--- config.mk ---
export PLATFORM = sky130hd
export DESIGN_NAME = fpm_top
export DESIGN_NICKNAME = d
export VERILOG_FILES = /design/src/fpm_pkg.sv /design/src/fpm_opdec.sv /design/src/fpm_exponent.sv /design/src/fpm_shift_counter.sv /design/src/fpm_align.sv /design/src/fpm_seq.sv /design/src/fpm_top.sv
export VERILOG_INCLUDE_DIRS = /design/src /design/src/src
export SDC_FILE = /design/constraint.sdc
export NUM_CORES = 1
export LEC_CHECK = 0
export BUFFER_PORTS_ARGS = -buffer_cell sky130_fd_sc_hd__buf_4
export CAP_MARGIN = 20
export CORE_MARGIN = 2
export CORE_UTILIZATION = 45
export DETAILED_ROUTE_END_ITERATION = 10
export PLACE_DENSITY = 0.7
export RECOVER_POWER = 100
export SLEW_MARGIN = 20
export SYNTH_ARGS = -nofsm -noshare
export SYNTH_HDL_FRONTEND = slang
export SYNTH_HIERARCHICAL = 1
export SYNTH_SLANG_ARGS = --single-unit
export TNS_END_PERCENT = 1
--- constraint.sdc ---
create_clock -name f2strob -period 10.6 [get_ports f2strob]
set_input_delay 0.53 -clock f2strob [delete_from_list [all_inputs] [get_ports f2strob]]
set_output_delay 0.53 -clock f2strob [all_outputs]
set_load 0.02 [all_outputs]
--- src/fpm_consts.svh ---
`ifndef FPM_CONSTS_SVH
`define FPM_CONSTS_SVH

// exponent width, two's complement
`define FPM_EXP_W 8

// mantissa width, two's complement
`define FPM_MANT_W 40

// alignment shift counter width
`define FPM_CNT_W 6

// difference magnitude from which no alignment is done
`define FPM_G_LIMIT 40

// length of the exponent overflow interrupt pulse, in clocks
`define FPM_FI_TICKS 5

`endif

--- src/fpm_pkg.sv ---
`include "fpm_consts.svh"

package fpm_pkg;

	// 8-bit two's complement exponent
	typedef logic [`FPM_EXP_W-1:0] exp_t;

	// exponent with two extension bits on top
	// bit 9 is the sum_c_2 position, bit 8 the sum_c_1 position
	typedef logic [`FPM_EXP_W+1:0] exp_ext_t;

	// 40-bit two's complement mantissa
	typedef logic [`FPM_MANT_W-1:0] mant_t;

	// alignment step count
	typedef logic [`FPM_CNT_W-1:0] shcnt_t;

	// instruction code field
	typedef logic [2:0] opcode_t;

	// microoperation sequencer
	typedef enum logic [2:0] {
		st_idle,
		st_decode,
		st_add,
		st_shift,
		st_finish
	} seq_state_e;

endpackage

--- src/fpm_opdec.sv ---
`timescale 1ns/1ps

module fpm_opdec
	import fpm_pkg::*;
(
	input  logic    f2strob,
	input  logic    arst_n,
	input  logic    dec_load,
	input  opcode_t opcode,
	input  logic    float_op,
	output logic    af,
	output logic    sf,
	output logic    mf,
	output logic    df,
	output logic    fixed
);

	logic [7:0] lines;
	logic       float_ok;

	// one line per code: ad sd mw dw af sf mf df
	assign lines = 8'b0000_0001 << opcode;

	// floating codes only count with the qualifier set
	assign float_ok = float_op & opcode[2];

	// decode held for the whole operation
	always_ff @(posedge f2strob or negedge arst_n) begin
		if (!arst_n) begin
			af    <= 1'b0;
			sf    <= 1'b0;
			mf    <= 1'b0;
			df    <= 1'b0;
			fixed <= 1'b0;
		end else if (dec_load) begin
			af    <= lines[4] & float_op;
			sf    <= lines[5] & float_op;
			mf    <= lines[6] & float_op;
			df    <= lines[7] & float_op;
			// ad, sd, mw, dw and unqualified codes
			fixed <= ~float_ok;
		end
	end

endmodule

--- src/fpm_exponent.sv ---
`timescale 1ns/1ps

`include "fpm_consts.svh"

module fpm_exponent
	import fpm_pkg::*;
(
	input  logic   f2strob,
	input  logic   arst_n,
	input  logic   load_ops,
	input  logic   add_step,
	input  logic   af,
	input  logic   sf,
	input  logic   mf,
	input  logic   df,
	input  exp_t   exp_a,
	input  exp_t   exp_b,
	output logic   diff_neg,
	output logic   ge_limit,
	output logic   exp_ovf,
	output shcnt_t shift_amount,
	output exp_t   res_exp
);

	exp_t     d_reg;
	exp_t     b_reg;
	exp_ext_t d_ext;
	exp_ext_t b_bus;
	exp_ext_t sum_ext;
	exp_ext_t diff_mag;
	logic     subtract;
	logic     add_sub_op;
	logic     in_range;

	// D and B operand registers
	always_ff @(posedge f2strob) begin
		if (load_ops) begin
			d_reg <= exp_a;
			b_reg <= exp_b;
		end
	end

	assign add_sub_op = af | sf;

	// B bus is complemented with carry-in for everything but mf
	assign subtract = af | sf | df;

	assign d_ext = {{2{d_reg[`FPM_EXP_W-1]}}, d_reg};

	always_comb begin
		b_bus = {{2{b_reg[`FPM_EXP_W-1]}}, b_reg};
		if (subtract) begin
			b_bus = ~b_bus;
		end
	end

	// 10-bit adder, extension bits carry sign and overflow
	assign sum_ext = d_ext + b_bus + exp_ext_t'(subtract);

	// sign of D - B, set when exp_b is the larger one
	assign diff_neg = sum_ext[`FPM_EXP_W+1];

	assign diff_mag = diff_neg ? (~sum_ext + 1'b1) : sum_ext;

	assign ge_limit = diff_mag >= exp_ext_t'(`FPM_G_LIMIT);

	// counter gets zero unless an alignment is due
	assign shift_amount = (add_sub_op && !ge_limit) ? diff_mag[`FPM_CNT_W-1:0] : '0;

	// top three bits must agree for a result in -128..127
	assign in_range = (sum_ext[`FPM_EXP_W+1:`FPM_EXP_W-1] == 3'b000) ||
		(sum_ext[`FPM_EXP_W+1:`FPM_EXP_W-1] == 3'b111);

	assign exp_ovf = (mf | df) & ~in_range;

	// result exponent, taken in the add cycle
	always_ff @(posedge f2strob or negedge arst_n) begin
		if (!arst_n) begin
			res_exp <= '0;
		end else if (add_step) begin
			if (add_sub_op) begin
				// larger exponent survives alignment
				res_exp <= diff_neg ? b_reg : d_reg;
			end else begin
				res_exp <= sum_ext[`FPM_EXP_W-1:0];
			end
		end
	end

endmodule

--- src/fpm_shift_counter.sv ---
`timescale 1ns/1ps

module fpm_shift_counter
	import fpm_pkg::*;
(
	input  logic   f2strob,
	input  logic   arst_n,
	input  logic   cnt_load,
	input  logic   shift_step,
	input  shcnt_t shift_amount,
	output logic   cnt_zero
);

	shcnt_t count;

	// down-counter of remaining alignment steps
	always_ff @(posedge f2strob or negedge arst_n) begin
		if (!arst_n) begin
			count    <= '0;
			cnt_zero <= 1'b1;
		end else if (cnt_load) begin
			count    <= shift_amount;
			cnt_zero <= (shift_amount == '0);
		end else if (shift_step) begin
			count    <= count - 1'b1;
			// last step brings the count to zero
			cnt_zero <= (count == shcnt_t'(1));
		end
	end

endmodule

--- src/fpm_align.sv ---
`timescale 1ns/1ps

`include "fpm_consts.svh"

module fpm_align
	import fpm_pkg::*;
(
	input  logic  f2strob,
	input  logic  arst_n,
	input  logic  load_ops,
	input  logic  shift_step,
	input  logic  diff_neg,
	input  mant_t mant_a,
	input  mant_t mant_b,
	output mant_t res_mant_a,
	output mant_t res_mant_b
);

	mant_t shr_a;
	mant_t shr_b;

	// one-bit arithmetic right shift, sign copied in
	assign shr_a = {res_mant_a[`FPM_MANT_W-1], res_mant_a[`FPM_MANT_W-1:1]};
	assign shr_b = {res_mant_b[`FPM_MANT_W-1], res_mant_b[`FPM_MANT_W-1:1]};

	// mantissa A register
	always_ff @(posedge f2strob or negedge arst_n) begin
		if (!arst_n) begin
			res_mant_a <= '0;
		end else if (load_ops) begin
			res_mant_a <= mant_a;
		end else if (shift_step && diff_neg) begin
			// exp_a is the smaller one
			res_mant_a <= shr_a;
		end
	end

	// mantissa B register
	always_ff @(posedge f2strob or negedge arst_n) begin
		if (!arst_n) begin
			res_mant_b <= '0;
		end else if (load_ops) begin
			res_mant_b <= mant_b;
		end else if (shift_step && !diff_neg) begin
			res_mant_b <= shr_b;
		end
	end

endmodule

--- src/fpm_seq.sv ---
`timescale 1ns/1ps

`include "fpm_consts.svh"

module fpm_seq
	import fpm_pkg::*;
(
	input  logic f2strob,
	input  logic arst_n,
	input  logic start,
	input  logic af,
	input  logic sf,
	input  logic mf,
	input  logic df,
	input  logic fixed_op,
	input  logic ge_limit,
	input  logic diff_neg,
	input  logic exp_ovf_in,
	input  logic cnt_zero,
	output logic dec_load,
	output logic load_ops,
	output logic add_step,
	output logic cnt_load,
	output logic shift_step,
	output logic done,
	output logic g,
	output logic wdt,
	output logic fixed,
	output logic exp_ovf,
	output logic fi
);

	localparam int fi_cnt_w = $clog2(`FPM_FI_TICKS);

	seq_state_e          state;
	seq_state_e          next_state;
	logic                accept;
	logic                align_due;
	logic [fi_cnt_w-1:0] fi_cnt;

	// start only counts in idle
	assign accept = (state == st_idle) & start;

	// af/sf within range need the shift phase
	assign align_due = (af | sf) & ~ge_limit;

	always_comb begin
		next_state = state;
		case (state)
			st_idle: begin
				if (start) begin
					next_state = st_decode;
				end
			end
			st_decode: begin
				next_state = fixed_op ? st_finish : st_add;
			end
			st_add: begin
				next_state = align_due ? st_shift : st_finish;
			end
			st_shift: begin
				if (cnt_zero) begin
					next_state = st_idle;
				end
			end
			default: begin
				next_state = st_idle;
			end
		endcase
	end

	always_ff @(posedge f2strob or negedge arst_n) begin
		if (!arst_n) begin
			state <= st_idle;
		end else begin
			state <= next_state;
		end
	end

	// microoperation enables
	assign dec_load   = accept;
	assign load_ops   = (state == st_decode);
	assign add_step   = (state == st_add);
	assign cnt_load   = (state == st_add);
	assign shift_step = (state == st_shift) & ~cnt_zero;

	// end of alignment also ends the operation
	assign done = (state == st_finish) | ((state == st_shift) & cnt_zero);

	// G, WDT, fixed and overflow flags
	always_ff @(posedge f2strob or negedge arst_n) begin
		if (!arst_n) begin
			g       <= 1'b0;
			wdt     <= 1'b0;
			fixed   <= 1'b0;
			exp_ovf <= 1'b0;
		end else if (accept) begin
			g       <= 1'b0;
			wdt     <= 1'b0;
			fixed   <= 1'b0;
			exp_ovf <= 1'b0;
		end else if (state == st_decode) begin
			fixed <= fixed_op;
		end else if (state == st_add) begin
			g       <= (af | sf) & ge_limit;
			wdt     <= (af | sf) & diff_neg & ~ge_limit;
			exp_ovf <= (mf | df) & exp_ovf_in;
		end
	end

	// interrupt pulse stretcher, first tick is the finish cycle itself
	always_ff @(posedge f2strob or negedge arst_n) begin
		if (!arst_n) begin
			fi_cnt <= '0;
		end else if ((state == st_finish) && exp_ovf) begin
			fi_cnt <= fi_cnt_w'(`FPM_FI_TICKS - 1);
		end else if (fi_cnt != '0) begin
			fi_cnt <= fi_cnt - 1'b1;
		end
	end

	assign fi = ((state == st_finish) & exp_ovf) | (fi_cnt != '0);

endmodule

--- src/fpm_top.sv ---
`timescale 1ns/1ps

module fpm_top
	import fpm_pkg::*;
(
	input  logic    f2strob,
	input  logic    arst_n,
	input  logic    start,
	input  opcode_t opcode,
	input  logic    float_op,
	input  exp_t    exp_a,
	input  exp_t    exp_b,
	input  mant_t   mant_a,
	input  mant_t   mant_b,
	output logic    done,
	output exp_t    res_exp,
	output mant_t   res_mant_a,
	output mant_t   res_mant_b,
	output logic    g,
	output logic    wdt,
	output logic    fixed,
	output logic    exp_ovf,
	output logic    fi
);

	logic   af;
	logic   sf;
	logic   mf;
	logic   df;
	logic   fixed_dec;
	logic   dec_load;
	logic   load_ops;
	logic   add_step;
	logic   cnt_load;
	logic   shift_step;
	logic   diff_neg;
	logic   ge_limit;
	logic   exp_ovf_raw;
	logic   cnt_zero;
	shcnt_t shift_amount;

	fpm_opdec fpm_opdec_inst (
		.f2strob  (f2strob),
		.arst_n   (arst_n),
		.dec_load (dec_load),
		.opcode   (opcode),
		.float_op (float_op),
		.af       (af),
		.sf       (sf),
		.mf       (mf),
		.df       (df),
		.fixed    (fixed_dec)
	);

	fpm_exponent fpm_exponent_inst (
		.f2strob      (f2strob),
		.arst_n       (arst_n),
		.load_ops     (load_ops),
		.add_step     (add_step),
		.af           (af),
		.sf           (sf),
		.mf           (mf),
		.df           (df),
		.exp_a        (exp_a),
		.exp_b        (exp_b),
		.diff_neg     (diff_neg),
		.ge_limit     (ge_limit),
		.exp_ovf      (exp_ovf_raw),
		.shift_amount (shift_amount),
		.res_exp      (res_exp)
	);

	fpm_shift_counter fpm_shift_counter_inst (
		.f2strob      (f2strob),
		.arst_n       (arst_n),
		.cnt_load     (cnt_load),
		.shift_step   (shift_step),
		.shift_amount (shift_amount),
		.cnt_zero     (cnt_zero)
	);

	fpm_align fpm_align_inst (
		.f2strob    (f2strob),
		.arst_n     (arst_n),
		.load_ops   (load_ops),
		.shift_step (shift_step),
		.diff_neg   (diff_neg),
		.mant_a     (mant_a),
		.mant_b     (mant_b),
		.res_mant_a (res_mant_a),
		.res_mant_b (res_mant_b)
	);

	fpm_seq fpm_seq_inst (
		.f2strob    (f2strob),
		.arst_n     (arst_n),
		.start      (start),
		.af         (af),
		.sf         (sf),
		.mf         (mf),
		.df         (df),
		.fixed_op   (fixed_dec),
		.ge_limit   (ge_limit),
		.diff_neg   (diff_neg),
		.exp_ovf_in (exp_ovf_raw),
		.cnt_zero   (cnt_zero),
		.dec_load   (dec_load),
		.load_ops   (load_ops),
		.add_step   (add_step),
		.cnt_load   (cnt_load),
		.shift_step (shift_step),
		.done       (done),
		.g          (g),
		.wdt        (wdt),
		.fixed      (fixed),
		.exp_ovf    (exp_ovf),
		.fi         (fi)
	);

endmodule

==> flow_summary.rst <==
.. list-table::
   :header-rows: 1

   * - Metric
     - Value
   * - Leading cell type in the layout, fill and taps excluded
     - dfrtp_1
   * - Half-perimeter wire length after detailed placement
     - around 13 mm
   * - Number of hold-repair buffers added at the cts stage
     - 0
   * - Number of synthesized flops with an enable pin
     - 16
   * - Number of buffers on the longest clock path
     - 2
   * - Async SR Flop Fraction
     - 87.3%
   * - Buffers inserted during post-CTS setup optimization
     - 0
   * - Top library cells by usage in the layout, fill and taps aside
     - dfrtp_1 (109), clkbuf_1 (104), buf_4 (88)
   * - Max incr delay on CP
     - 870 ps
   * - Hold WS
     - 309 ps
   * - Overall global routing resource usage
     - ~23%
   * - Number of global-route vias before repair
     - approximately 6200
   * - Max-slew headroom at the worst pin
     - -152%
   * - Largest net degree at the start of global routing
     - 130
   * - Die Span X
     - 133 µm
   * - Unrepaired setup endpoints after global routing
     - false
   * - Clock latency at the later pin of the worst-skew pair
     - about 420 ps
   * - Total overflow reported by the global router
     - 0
   * - First-iteration detailed-routing DRC count
     - 464
   * - Final setup violating endpoints
     - 0
   * - Leakage Power
     - 3.62 nW
   * - Worst setup slack for register-to-register paths
     - 4580 ps
   * - Diode count
     - 0
   * - Number of antenna violations at the first check in global routing
     - 0
   * - Routability-driven placement congestion ratio
     - 0.882
   * - Max VDD drop
     - between 0.0002 and 0.00025 V
   * - Vertical extent of the die
     - 133 µm
   * - Proportion of synthesized chip area in sequential cells
     - 43.3%
   * - Routed vias
     - 6266
   * - Number of nets still failing antenna checks after routing
     - 0
   * - Crit path time final
     - 6020 ps
   * - Instance count of the mapped netlist
     - ~710
   * - Die outline area
     - 17600 µm²
   * - Highest Clock Rate
     - 166 MHz
   * - Register bit total from synthesis
     - roughly 130
   * - Pwr per Cell Area
     - 377 nW/µm²
   * - Biggest regs
     - fpm_align_inst/res_mant_a (40), fpm_align_inst/res_mant_b (40)
   * - Total length of routed wires
     - 19.6 mm
   * - Final-stage net count
     - 988
   * - Layout filler cell count
     - 1516
   * - Post-cts resize count
     - 0
   * - WL met3
     - 1.16 mm
   * - Endpoint of the worst hold-timing path
     - fpm_exponent_inst/d_reg[3]
   * - Post-synthesis net count
     - 825
   * - Num CTS Buffers
     - 17
   * - Cell seen most often among critical-path stages
     - clkbuf_1
   * - Finished Core Util
     - 55.5%
   * - Number of levels the H-tree was split into
     - 4
   * - Port Buffers
     - 196
   * - Wire length of the first global-routing pass
     - 32.0 mm
   * - Kind of critical path
     - reg -> reg
   * - Portion of the clock cycle consumed by the worst path in the final layout
     - 56.8%
   * - Slowest cell on crit path
     - clkbuf_1
   * - First-pass detailed-route iteration total
     - 4
   * - Placed standard-cell area
     - 8970 µm²
   * - Logic depth of the worst register-to-register path
     - 12
   * - CTS Root Buffer Type
     - clkbuf_16
   * - Fraction of layout cells with a size suffix above 1
     - approximately 19%
   * - Source of the worst hold timing path
     - exp_a[3]
   * - CTS tree
     - yes
   * - Number of top-level pins
     - 197
   * - Max Slew Vio Count
     - about 220
   * - Worst Setup End Kind
     - flip-flop
   * - CP required
     - 10800 ps
   * - Via density per instance
     - 5.69
   * - Clock sink count
     - 126
   * - Uppermost layer routed
     - met4
   * - Layout overhead on the synthesized area
     - 21.9%
   * - Violations in the final reports
     - max-capacitance violations, max-slew violations
   * - Overall power
     - 0.00343 W
   * - Ordered list of cells on the worst path
     - nor3_1 > clkbuf_1 > xnor2_1 > ha_1 > a21oi_1 > o31a_1 > o2111ai_1 > nand2_1 > buf_4 > and2_0 > clkbuf_1 > o311ai_0
   * - Status
     - finished, violations left
   * - Number of rows created at floorplan
     - 47
   * - Initial standard-cell utilization of the core
     - 45.5%
   * - Reg clk slew, reported paths
     - 60 ps
   * - Final hold violation count
     - 0
   * - Launching point of the worst reg2reg path
     - fpm_opdec_inst/sf
   * - CP Max Fanout
     - just under 90
   * - Launching element type of the critical path
     - flip-flop
   * - Yosys warning count
     - 6
   * - Crit path arrival time
     - 6230 ps
   * - Worst clock skew
     - approximately 8.4 ps
   * - Worst hold path stage count
     - 1
   * - Area of the mapped netlist
     - 7460 µm²
   * - DRC Markers
     - 0
   * - Count of unique library cells instantiated by Yosys
     - 77
   * - R2R Path End
     - fpm_align_inst/res_mant_a[0]
   * - Detailed route wirelength on metal2
     - 9.33 mm
   * - Average detailed-routed wire length per instance
     - 17.8 µm
   * - Max Cap Violations
     - 4
   * - Setup total negative slack
     - 0 ps
   * - Finished layout cell area
     - between 9000 and 10000 µm²
   * - Hold Path Class
     - in -> reg
   * - Leading register cell type out of synthesis
     - dfrtp_1
   * - Post-synthesis average cell area
     - 10.5 µm²
   * - Detailed-routing wirelength on met1
     - between 8 and 9 mm
   * - Pin slew with the least headroom to its limit
     - 3780 ps
   * - Std-Cell Core Area
     - 16400 µm²
-- report_power, final --
part           switching (W)  internal, W  leakage [nW]  total (W)
logic                0.00123     0.000753          1.82    0.00198
registers           0.000176     0.000714          1.52   0.000890
clock network       0.000205     0.000359         0.278   0.000565
total                0.00161      0.00183          3.62    0.00343
-- through the flow --
stage | std cells | worst slack [ps]
global placement | 1071 | 6080
finish | 1102 | 4580
detailed placement | 1072 | 5970
global route | 1102 | 4030
CTS | 1101 | 5920
floorplan | 709 | 6550
-- synthesized netlist by cell type (3+ instances only) --
library cell  instances  share of area, %
a21oi_1               6              0.40
a221o_1              39               5.2
a31oi_1               3              0.25
buf_2                29               1.9
buf_4                 3              0.30
buf_6                 5              0.75
clkbuf_1             23               1.2
dfrtp_1             109                37
edfxtp_1             16               6.4
ha_1                 12               2.0
inv_1                17              0.86
mux2_2               10               1.5
mux2i_1               7              0.94
nand2_1              66               3.3
nand2b_1             45               3.8
nand3_1               6              0.40
nand3b_1              3              0.30
nand4b_1             40               4.7
nor2_1               27               1.4
nor2b_1              39               3.3
nor3_1                5              0.34
nor4b_1               3              0.35
nor4b_2               5               1.0
nor4bb_1             38               5.1
o211ai_1             41               4.1
o21ai_0              11              0.74
o21ai_1              10              0.67
o22ai_1               5              0.42
xnor2_1              18               2.1
xor2_1                7              0.82
-- cells by family (layout without fill, tap and decap cells) --
logic type | Yosys count | in the layout | share of synthesized area, %
XOR/XNOR | 25 | 25 | 2.93
buffers and inverters | 81 | 254 | 5.53
flip-flops | 126 | 126 | 43.3
multiplexers | 19 | 19 | 2.93
AO/OA/AOI/OAI | 145 | 145 | 16.0
AND/OR/NAND/NOR | 300 | 300 | 27.0
adder cells (fa/ha/maj) | 13 | 13 | 2.28
-- metal layers --
layer | global-route usage, % | up-vias
li1 | - | 2959
met3 | 5.90 | 42
met2 | 35.2 | 213
met4 | 10.8 | 0
met1 | 29.6 | 3052
met5 | 0 | -
-- worst max-delay path: cells and delay by family (launching register included) --
family                   cells  cell delay (ps)
flip-flops                   1              420
buffers and inverters        3             2070
adder cells (fa/ha/maj)      1              380
AND/OR/NAND/NOR              3             1400
XOR/XNOR                     1              140
AO/OA/AOI/OAI                4             1300
-- cell type report --
class	instances	area [µm²]	share of cell area [%]
Multi-Input combinational cell	502	3750	41.2
Clock inverter	7	88.8	0.976
Tap cell	220	275	3.03
Timing Repair Buffer	208	1210	13.3
Inverter	17	63.8	0.701
Sequential cell	126	3230	35.5
Clock buffer	22	474	5.21
-- worst max path at each step --
stage,slack [ps],endpoint,start,cells after the start
final,4580,fpm_align_inst/res_mant_a[0],fpm_opdec_inst/sf,12
after global routing,4030,fpm_align_inst/res_mant_a[0],fpm_opdec_inst/sf,12
after CTS,5920,fpm_align_inst/res_mant_b[28],fpm_opdec_inst/sf,12
after detailed placement,5970,fpm_align_inst/res_mant_b[30],fpm_opdec_inst/sf,12
after global placement,6080,fpm_align_inst/res_mant_b[30],fpm_opdec_inst/sf,12
after floorplan,6550,fpm_seq_inst/state[0],fpm_opdec_inst/sf,12
No activity file was read; power rests on OpenSTA's default activity.
